**src/hw/cnn_consts.svh**
```systemverilog
`ifndef CNN_CONSTS_SVH
`define CNN_CONSTS_SVH

////////////////////////////////////////////////////////////////////////////
// Feature map geometry
////////////////////////////////////////////////////////////////////////////

// Channels per pixel
`define ST3_CI      3
// Map width and height in pixels
`define ST3_MAP_W   4
`define ST3_MAP_H   4
// Pooled positions in one frame
`define ST3_POS     4
// Output classes
`define ST3_CO      3

////////////////////////////////////////////////////////////////////////////
// Data path widths
////////////////////////////////////////////////////////////////////////////

// Unsigned ReLU activation
`define ST3_IF_BW   8
// Unsigned sum of all channels, 3 x 255 fits
`define ST3_ACC_BW  10
// Signed weight
`define ST3_W_BW    4
// Signed class score
`define ST3_OUT_BW  16

`endif

```
**src/hw/cnn_class_pkg.sv**
```systemverilog
`include "cnn_consts.svh"

package cnn_class_pkg;

    // Index of the winning class
    typedef logic [$clog2(`ST3_CO)-1:0] class_idx_t;

    // ASCII letter of the class
    typedef logic [7:0] letter_t;

    // One-hot LED code, class 0 on the MSB
    typedef logic [`ST3_CO-1:0] led_t;

    typedef struct packed {
        letter_t letter;
        led_t    led;
    } class_result_t;

endpackage

```
**src/hw/cnn_data_pkg.sv**
```systemverilog
`include "cnn_consts.svh"

package cnn_data_pkg;

    // One channel value
    typedef logic [`ST3_IF_BW-1:0] chan_t;

    // All channels of one pixel, input beat and pooled beat alike
    typedef struct packed {
        chan_t [`ST3_CI-1:0] ch;
    } pixel_vec_t;

    // Channel sum of one pooled pixel
    typedef logic [`ST3_ACC_BW-1:0] acc_t;

    typedef logic signed [`ST3_W_BW-1:0] weight_t;
    typedef logic signed [`ST3_OUT_BW-1:0] score_t;

    // One score per class, class 0 at index 0
    typedef score_t [`ST3_CO-1:0] score_vec_t;

    ////////////////////////////////////////////////////////////////////////////
    // Fully connected weights
    ////////////////////////////////////////////////////////////////////////////

    // Row = class, column = pooled position in raster order
    localparam weight_t WEIGHT_TABLE [`ST3_CO][`ST3_POS] = '{
        '{ 4'sd3, -4'sd1,  4'sd1, -4'sd2},
        '{-4'sd1,  4'sd4,  4'sd0,  4'sd1},
        '{ 4'sd1, -4'sd2, -4'sd3,  4'sd5}
    };

endpackage

```
**src/hw/stage3_cnn_acc_ci.sv**
```systemverilog
`timescale 1ns/1ps
`include "cnn_consts.svh"

module stage3_cnn_acc_ci (
    input  logic                     clk,
    input  logic                     reset_n,
    input  logic                     i_in_valid,
    input  cnn_data_pkg::pixel_vec_t i_in_pool,
    output logic                     o_acc_valid,
    output cnn_data_pkg::acc_t       o_acc
);

    cnn_data_pkg::acc_t ch_sum;

    // Sum over channels, widened before adding
    always_comb begin
        ch_sum = '0;
        for (int c = 0; c < `ST3_CI; c++) begin
            ch_sum = ch_sum + cnn_data_pkg::acc_t'(i_in_pool.ch[c]);
        end
    end

    ////////////////////////////////////////////////////////////////////////////
    // Output register
    ////////////////////////////////////////////////////////////////////////////

    always_ff @(posedge clk) begin
        if (i_in_valid) begin
            o_acc <= ch_sum;
        end
    end

    always_ff @(posedge clk or negedge reset_n) begin
        if (!reset_n) begin
            o_acc_valid <= 1'b0;
        end else begin
            o_acc_valid <= i_in_valid;
        end
    end

endmodule

```
**src/hw/stage3_cnn_core.sv**
```systemverilog
`timescale 1ns/1ps
`include "cnn_consts.svh"

module stage3_cnn_core (
    input  logic                     clk,
    input  logic                     reset_n,
    input  logic                     i_in_valid,
    input  cnn_data_pkg::acc_t       i_in_acc,
    output logic                     o_core_valid,
    output cnn_data_pkg::score_vec_t o_score
);

    localparam int POS_W = $clog2(`ST3_POS);

    logic [POS_W-1:0]         pos;
    logic                     last_pos;
    cnn_data_pkg::score_vec_t run_sum;
    cnn_data_pkg::score_vec_t sum_next;

    assign last_pos = (pos == POS_W'(`ST3_POS - 1));

    // Multiply-accumulate for every class at the current position
    always_comb begin
        for (int c = 0; c < `ST3_CO; c++) begin
            // Zero-extend so the unsigned sum stays positive in signed math
            sum_next[c] = run_sum[c]
                        + $signed({1'b0, i_in_acc}) * cnn_data_pkg::WEIGHT_TABLE[c][pos];
        end
    end

    ////////////////////////////////////////////////////////////////////////////
    // Position counter and running sums
    ////////////////////////////////////////////////////////////////////////////

    always_ff @(posedge clk or negedge reset_n) begin
        if (!reset_n) begin
            pos          <= '0;
            run_sum      <= '0;
            o_core_valid <= 1'b0;
        end else begin
            o_core_valid <= i_in_valid & last_pos;
            if (i_in_valid) begin
                if (last_pos) begin
                    // Next frame may start on the following cycle
                    pos     <= '0;
                    run_sum <= '0;
                end else begin
                    pos     <= pos + 1'b1;
                    run_sum <= sum_next;
                end
            end
        end
    end

    // Finished scores
    always_ff @(posedge clk) begin
        if (i_in_valid && last_pos) begin
            o_score <= sum_next;
        end
    end

endmodule

```
**src/hw/stage3_compare_alpha.sv**
```systemverilog
`timescale 1ns/1ps
`include "cnn_consts.svh"

module stage3_compare_alpha (
    input  logic                        clk,
    input  logic                        reset_n,
    input  logic                        i_in_valid,
    input  cnn_data_pkg::score_vec_t    i_in_score,
    output logic                        o_valid,
    output cnn_class_pkg::class_result_t o_result
);

    cnn_data_pkg::score_vec_t score_q;
    logic                     valid_q;
    cnn_class_pkg::class_idx_t best;

    // Zero scores after reset, so class a shows
    always_ff @(posedge clk or negedge reset_n) begin
        if (!reset_n) begin
            score_q <= '0;
            valid_q <= 1'b0;
        end else begin
            valid_q <= i_in_valid;
            if (i_in_valid) begin
                score_q <= i_in_score;
            end
        end
    end

    // Argmax, strict compare keeps the lowest index on a tie
    always_comb begin
        best = '0;
        for (int c = 1; c < `ST3_CO; c++) begin
            if (score_q[c] > score_q[best]) begin
                best = cnn_class_pkg::class_idx_t'(c);
            end
        end
    end

    // Letter a, b, c and one-hot LED from the MSB down
    assign o_result.letter = "a" + cnn_class_pkg::letter_t'(best);
    assign o_result.led    = cnn_class_pkg::led_t'(1 << (`ST3_CO - 1)) >> best;
    assign o_valid         = valid_q;

endmodule

```
**src/hw/stage3_max_pooling.sv**
```systemverilog
`timescale 1ns/1ps
`include "cnn_consts.svh"

module stage3_max_pooling (
    input  logic                     clk,
    input  logic                     reset_n,
    input  logic                     i_relu_valid,
    input  cnn_data_pkg::pixel_vec_t i_relu,
    output logic                     o_pool_valid,
    output cnn_data_pkg::pixel_vec_t o_pool
);

    localparam int COL_W  = $clog2(`ST3_MAP_W);
    localparam int ROW_W  = $clog2(`ST3_MAP_H);
    localparam int HALF_W = `ST3_MAP_W / 2;

    logic [COL_W-1:0]         col;
    logic [ROW_W-1:0]         row;
    logic                     win_done;
    cnn_data_pkg::pixel_vec_t left_pix;
    cnn_data_pkg::pixel_vec_t pair_max;
    cnn_data_pkg::pixel_vec_t half_buf [HALF_W];

    // Channel-wise maximum of two pixels
    function automatic cnn_data_pkg::pixel_vec_t pix_max(
        input cnn_data_pkg::pixel_vec_t a,
        input cnn_data_pkg::pixel_vec_t b
    );
        cnn_data_pkg::pixel_vec_t m;
        for (int c = 0; c < `ST3_CI; c++) begin
            m.ch[c] = (a.ch[c] > b.ch[c]) ? a.ch[c] : b.ch[c];
        end
        return m;
    endfunction

    // Horizontal pair max, left pixel held from the even column
    assign pair_max = pix_max(left_pix, i_relu);

    // Bottom-right pixel of a 2x2 window
    assign win_done = i_relu_valid & col[0] & row[0];

    ////////////////////////////////////////////////////////////////////////////
    // Raster position
    ////////////////////////////////////////////////////////////////////////////

    always_ff @(posedge clk or negedge reset_n) begin
        if (!reset_n) begin
            col <= '0;
            row <= '0;
        end else if (i_relu_valid) begin
            if (col == COL_W'(`ST3_MAP_W - 1)) begin
                col <= '0;
                // Wrap at frame end
                row <= (row == ROW_W'(`ST3_MAP_H - 1)) ? '0 : row + 1'b1;
            end else begin
                col <= col + 1'b1;
            end
        end
    end

    ////////////////////////////////////////////////////////////////////////////
    // Half-row buffer and window max
    ////////////////////////////////////////////////////////////////////////////

    always_ff @(posedge clk) begin
        if (i_relu_valid) begin
            if (!col[0]) begin
                left_pix <= i_relu;
            end else if (!row[0]) begin
                // Top half of the window, kept for the next row
                half_buf[col[COL_W-1:1]] <= pair_max;
            end
        end
        if (win_done) begin
            o_pool <= pix_max(pair_max, half_buf[col[COL_W-1:1]]);
        end
    end

    always_ff @(posedge clk or negedge reset_n) begin
        if (!reset_n) begin
            o_pool_valid <= 1'b0;
        end else begin
            o_pool_valid <= win_done;
        end
    end

endmodule

```
**src/hw/stage3_top_cnn.sv**
```systemverilog
`timescale 1ns/1ps

module stage3_top_cnn (
    input  logic                         clk,
    input  logic                         reset_n,
    input  logic                         i_relu_valid,
    input  cnn_data_pkg::pixel_vec_t     i_relu,
    output logic                         o_valid,
    output cnn_class_pkg::class_result_t o_result
);

    logic                     pool_valid;
    cnn_data_pkg::pixel_vec_t pool;
    logic                     acc_valid;
    cnn_data_pkg::acc_t       acc;
    logic                     core_valid;
    cnn_data_pkg::score_vec_t score;

    // Pooling, channel sum, FC layer, argmax
    stage3_max_pooling u_max_pooling (
        .clk          (clk),
        .reset_n      (reset_n),
        .i_relu_valid (i_relu_valid),
        .i_relu       (i_relu),
        .o_pool_valid (pool_valid),
        .o_pool       (pool)
    );

    stage3_cnn_acc_ci u_cnn_acc_ci (
        .clk         (clk),
        .reset_n     (reset_n),
        .i_in_valid  (pool_valid),
        .i_in_pool   (pool),
        .o_acc_valid (acc_valid),
        .o_acc       (acc)
    );

    stage3_cnn_core u_cnn_core (
        .clk          (clk),
        .reset_n      (reset_n),
        .i_in_valid   (acc_valid),
        .i_in_acc     (acc),
        .o_core_valid (core_valid),
        .o_score      (score)
    );

    stage3_compare_alpha u_compare_alpha (
        .clk        (clk),
        .reset_n    (reset_n),
        .i_in_valid (core_valid),
        .i_in_score (score),
        .o_valid    (o_valid),
        .o_result   (o_result)
    );

endmodule

```
**config.mk**
```make
export PLATFORM = sky130hd
export DESIGN_NAME = stage3_top_cnn
export DESIGN_NICKNAME = d
export VERILOG_FILES = /design/src/hw/cnn_class_pkg.sv /design/src/hw/cnn_data_pkg.sv /design/src/hw/stage3_cnn_acc_ci.sv /design/src/hw/stage3_cnn_core.sv /design/src/hw/stage3_compare_alpha.sv /design/src/hw/stage3_max_pooling.sv /design/src/hw/stage3_top_cnn.sv
export VERILOG_INCLUDE_DIRS = /design/src /design/src/hw
export SDC_FILE = /design/constraint.sdc
export NUM_CORES = 1
export LEC_CHECK = 0
export ABC_AREA = 1
export BUFFER_PORTS_ARGS = -buffer_cell sky130_fd_sc_hd__buf_4
export CORE_MARGIN = 2
export CORE_UTILIZATION = 35
export DETAILED_ROUTE_END_ITERATION = 10
export GPL_ROUTABILITY_DRIVEN = 0
export PLACE_DENSITY_LB_ADDON = 0.05
export SYNTH_ARGS = -nofsm -noshare
export SYNTH_HDL_FRONTEND = slang
export SYNTH_SLANG_ARGS = --single-unit
```
**constraint.sdc**
```tcl
create_clock -name clk -period 5.95 [get_ports clk]
set_clock_uncertainty 0.05 [all_clocks]
set_input_delay 0.8925 -clock clk [delete_from_list [all_inputs] [get_ports clk]]
set_output_delay 0.8925 -clock clk [all_outputs]
set_load 0.005 [all_outputs]
```
# ---- Yosys cells after proc, flatten, opt, wreduce, memory -nomap -nowiden
# Memories as Yosys holds them, arrays and structs flattened.
# Index checks and enable logic that the tools add are counted.
dict set report op_classes {
  n_addsub 9
  n_mul 3
  magnitude_cmp 10
  n_eq_ne 3
  shift 1
  mux 27
  n_bitwise 5
  n_reduce_logical 3
}
# cell count
set ops {}
lappend ops {{16-bit adder} 3}
lappend ops {{8-bit greater-than comparator} 6}
lappend ops {{48-bit 2-to-1 mux} 1}
lappend ops {{8-bit 2-to-1 mux} 6}
lappend ops {{11-bit by 4-bit multiplier with 15-bit output} 3}
lappend ops {{16-bit binary-select mux with 2-bit select} 1}
lappend ops {{16-bit greater-than comparator} 2}
lappend ops {{4-bit binary-select mux with 2-bit select} 3}
lappend ops {{4-bit 2-to-1 mux} 6}
lappend ops {{16-bit 2-to-1 mux} 1}
lappend ops {{10-bit by 8-bit adder with 10-bit output} 1}
lappend ops {{8-bit by 8-bit adder with 9-bit output} 1}
lappend ops {{7-bit by 2-bit adder with 8-bit output, first input constant} 1}
lappend ops {{2-bit 2-to-1 mux} 4}
lappend ops {{2-bit by 1-bit adder with 2-bit output, second input constant} 3}
lappend ops {{2-bit == test, second input constant} 3}
lappend ops {{1-bit 2-to-1 mux} 5}
lappend ops {{2-bit AND reduction} 2}
lappend ops {{1-bit bitwise AND} 3}
lappend ops {{3-bit greater-or-equal comparator, second input constant} 1}
lappend ops {{1-bit by 3-bit less-than comparator with 1-bit output, second input constant} 1}
lappend ops {{2-bit NOT with 3-bit output} 1}
lappend ops {{3-bit by 2-bit >> shifter with 3-bit output, first input constant} 1}
lappend ops {{1-bit logical AND} 1}
lappend ops {{1-bit NOT} 1}
dict set report word_totals {
  ff_bits 212
  mem_bits_rw 48
  inputBits 27
  output_inout_bits 12
  mem_count 1
}
# name depth word_bits read_ports rd_ports_with_merged_regs write_ports line
set mem_list {}
lappend mem_list {u_max_pooling.half_buf 2 24 1 0 1 stage3_max_pooling.sv:22} ;# cnn_data_pkg::pixel_vec_t half_buf [HALF_W];

# ---- Depth between registers and ports, before layout
dict set report logic_depth {
  depth_word 7
  depth_mapped 30
  depth_no_buf 29
}

# ---- By module
# A second synthesis with hierarchy kept.
dict set report unflattened {
  hier_cells 2180
  area_unflattened_um2 19059.5
}
# mod instances cells_each area_per_inst_um2
set by_module_without_submodules {}
lappend by_module_without_submodules {stage3_cnn_core 1 1182 9634.2}
lappend by_module_without_submodules {stage3_max_pooling 1 565 5587.9}
lappend by_module_without_submodules {stage3_compare_alpha 1 349 2965.3}
lappend by_module_without_submodules {stage3_cnn_acc_ci 1 84 872.1}

# ---- Worst setup path before layout
# OpenSTA, ideal clock, no wires.
dict set report synth_timing {
  kind {register -> register}
  startpoint {register u_cnn_core.pos[0]}
  endpoint {register u_cnn_core.o_score[47] (netlist name), data pin}
  t_arrival_ps 5393
  required_ps 5645
  path_slack_ps 252
  path_stages_with_launch 25
  n_path_buf 2
  synth_period_minus_slack_ps 5698
  cell_sequence {dfrtp_1 > clkinv_1 > ha_1 > buf_2 > clkbuf_1 > nand2_1 > fa_1 > fa_1 > fa_1 > inv_1 > ha_1 > inv_1 > fa_1 > o31ai_1 > xnor2_1 > inv_1 > ha_1 > nand2_1 > nor2_1 > nand3_1 > nand3_1 > nand2_1 > nand2_1 > nand3_1 > and2_1}
}
# element line
set synth_lines {}
lappend synth_lines {{start: declaration} stage3_cnn_core.sv:15} ;# logic [POS_W-1:0] pos;
lappend synth_lines {{start signal: assignment} stage3_cnn_core.sv:48} ;# pos <= pos + 1'b1;
lappend synth_lines {{end signal: assignment} stage3_cnn_core.sv:58} ;# o_score <= sum_next;
lappend synth_lines {{end: declaration} stage3_cnn_core.sv:10} ;# output cnn_data_pkg::score_vec_t o_score

==> results.md <==
- Via/cell ratio: 4.72
- Tmin final: around 5500 ps
- Sequential-to-total area share from yosys stat: 0.392
- TNS Setup: 0 ps
- Post-Synthesis Cells: between 2k and 2.5k
- Cell variety after synth: 54
- Fin. max-slew vios: 0
- Placed inst area: a little under 20000 µm²
- CTS tree: done
- Post-CTS resize count: 0
- Synthesized-area fraction occupied by adder cells: 0.217
- Final Worst Setup Slack: just under 500 ps
- Hold Vio Cnt, Final: 0
- Xor/xnor share of the synthesized area: 0.0335
- Critical path arrival: around 5700 ps
- Relative slew slack: 0.224
- Setup crit end kind: flip-flop
- Initial DRC Count: around 620
- Fmax achieved: approximately 0.18 GHz
- Clock sink count: 260
- Number of max-cap violations: 0
- Area Growth Syn to Fin: 11.6%
- Largest cells by area after synthesis: edfxtp_1, ha_1, dfrtp_1
- Drc violations: 0
- Global route total overflow: 0
- Post-CTS Setup Inserts: 0
- Final Setup Violations: 0
- Worst Path Max Fanout: 10
- Pre-Repair DR Iteration Count: 5
- Compound-gate portion of the synthesized area: 0.0778
- Critical Path Source Type: flip-flop
- Critical Path RT: approximately 6200 ps
- Worst hold margin: between 300 and 400 ps
- Die area: 54900 µm²
- Final net count: 2368
- RSZ-0062 raised after global routing: false
- FFs w/ async S/R, synth: 0.408
- Most used DFF post-synth: edfxtp_1
- Fraction of layout cells with a size suffix above 1: 0.0837
- R2R Path Start: u_cnn_core.pos[1]
- Simple-Gate Fraction of Synth Area: 0.174
- Avg Synthesized Cell Area: between 9 and 10 µm²
- EDFF count, synth: approximately 150
- Dpl ws: about 460 ps
- Final ANT Viol Nets: 0
- Post-synth top area share: 0.249
- H-tree levels: 2
- Final period util: 0.918
- Vias: roughly 13k
- Antenna diode instance count: 0
- Input/output buffers: 32
- HP Start: u_cnn_core.o_core_valid
- Total wire length: between 40000 and 50000 µm
- # rows: 84
- # IOs: 39
- Die height: between 200 and 250 µm
- Post-route cell area: 20700 µm²
- DP HPWL: 32600 µm
- Worst Tran Pin Value: approximately 1200 ps
- First-pass GRT wire length: approximately 70000 µm
- HP Class: reg -> reg
- Yosys top cell by area: edfxtp_1
- Core region area: 52400 µm²
- Inserted Clock Buffers: 35
- Largest family of logic cells by synthesized area: adder cells
- Reg clk slew, reported paths: 60 ps
- #FFs+latches synth: 260
- Die W: 234 µm
- Post-Syn Area: around 19000 µm²
- Largest net degree at the start of global routing: between 80 and 90
- Vias in the first global route: 13.2k
- WL/cell: roughly 16 µm
- Clock Latency Late Sink: ~550 ps
- Multiplexer area fraction after synthesis: 0.0330
- Starting Density: 0.354
- Critical path type: reg -> reg
- Ys Warns: 0
- All-Layer GR Usage: 0.163
- Root Buffer Master: clkbuf_16
- Setup crit start: u_cnn_core.pos[1]
- Cts hold-fix bufs: 0
- Max clock buf depth: 3
- Antenna violations before repair: 0
- Status: completed
- Reg2reg setup slack: ~500 ps
-- worst paths after layout --
path,to,cells after the start
max in group asynchronous,u_cnn_acc_ci.o_acc_valid,2
min in group asynchronous,u_compare_alpha.o_valid,1
worst max register to register,u_cnn_core.o_score[44],22
worst min register to register,u_compare_alpha.o_valid,0
worst max-delay path,u_cnn_core.o_score[44],22
worst min-delay path,u_compare_alpha.o_valid,0
-- worst max-delay path, cell delays in order (launching register included) --
cell and delay [ps]:
dfrtp_1 400, inv_1 80, buf_4 150, ha_1 440, nand2_1 130, fa_1 480
fa_1 530, fa_1 480, inv_1 70, ha_1 170, inv_1 60, fa_1 420
o31ai_1 300, xnor2_1 150, inv_1 80, ha_1 340, a21oi_1 100, o21ai_0 220
o21bai_1 190, nand2_1 100, nand2_1 70, nand2_1 50, and2_1 160
-- kinds of logic (layout without fill, tap and decap cells) --
logic type,count (synthesis),count (layout)
buffers and inverters,346,419
and+or+nand+nor,731,731
muxes,59,59
xor gates and xnor gates,71,71
other,2,6
DFF,260,260
AOI/OAI and AO/OA,245,245
adders and majority gates,288,288
-- flip-flops by register name, indices dropped and copies added, names as in the netlist, 2 cells and up --
signal and cells:
u_cnn_acc_ci.o_acc 10, u_cnn_core.o_score 48, u_cnn_core.pos 2, u_cnn_core.run_sum 48, u_compare_alpha.score_q 48, u_max_pooling.col 2, u_max_pooling.half_buf 48, u_max_pooling.left_pix 24
u_max_pooling.o_pool 24, u_max_pooling.row 2
-- per-stage QoR --
step / std cells / utilization
floorplan: 2006 / -
global placement: 2704 / 0.375
detailed placement: 2704 / 0.375
CTS: 2767 / 0.395
global route: 2767 / 0.395
finish: 2767 / 0.395
-- placed cells by master, fill, tap and decap left out, types with 27 or more instances in the layout --
cell,netlist,final
xor2_1,49,49
mux2i_1,42,42
clkbuf_16,0,35
inv_1,290,289
o21ai_0,56,56
ha_1,232,232
a21oi_1,112,112
buf_4,6,56
fa_1,56,56
nand2_1,419,419
dfrtp_1,106,105
edfxtp_1,154,154
nor2_1,127,124
nand3b_1,28,28
nand3_1,70,70
nand4_1,27,27
-- per-layer routing --
| layer | global-route usage | vias up | share of wire |
|---|---|---|---|
| met5 | 0 | - | 0 |
| li1 | - | 6745 | - |
| met3 | 0.0248 | 61 | 0.023 |
| met4 | 0.0445 | 0 | 0.023 |
| met2 | 0.284 | 128 | 0.48 |
| met1 | 0.209 | 6123 | 0.47 |
-- area by class of cell --
class                      instances  area [µm²]
sequential                       260        7280
timing repair buffer              56         420
tap                              688         861
inverter                         300        1130
clock inverter                    12        72.6
fill                            5253       31700
multi-input combinational       1400        9960
clock buffer                      51         996
-- synth_stat cells, types with 28 or more instances --
master / n
mux2i_1: 42
nand2_1: 419
edfxtp_1: 154
nor2_1: 127
ha_1: 232
a21oi_1: 112
dfrtp_1: 106
o21ai_0: 56
nand3b_1: 28
fa_1: 56
nand3_1: 70
inv_1: 290
xor2_1: 49
Power is left out: the tool's default activity adds up to more than one toggle a clock period on the data nets, which glitch-free logic cannot reach.
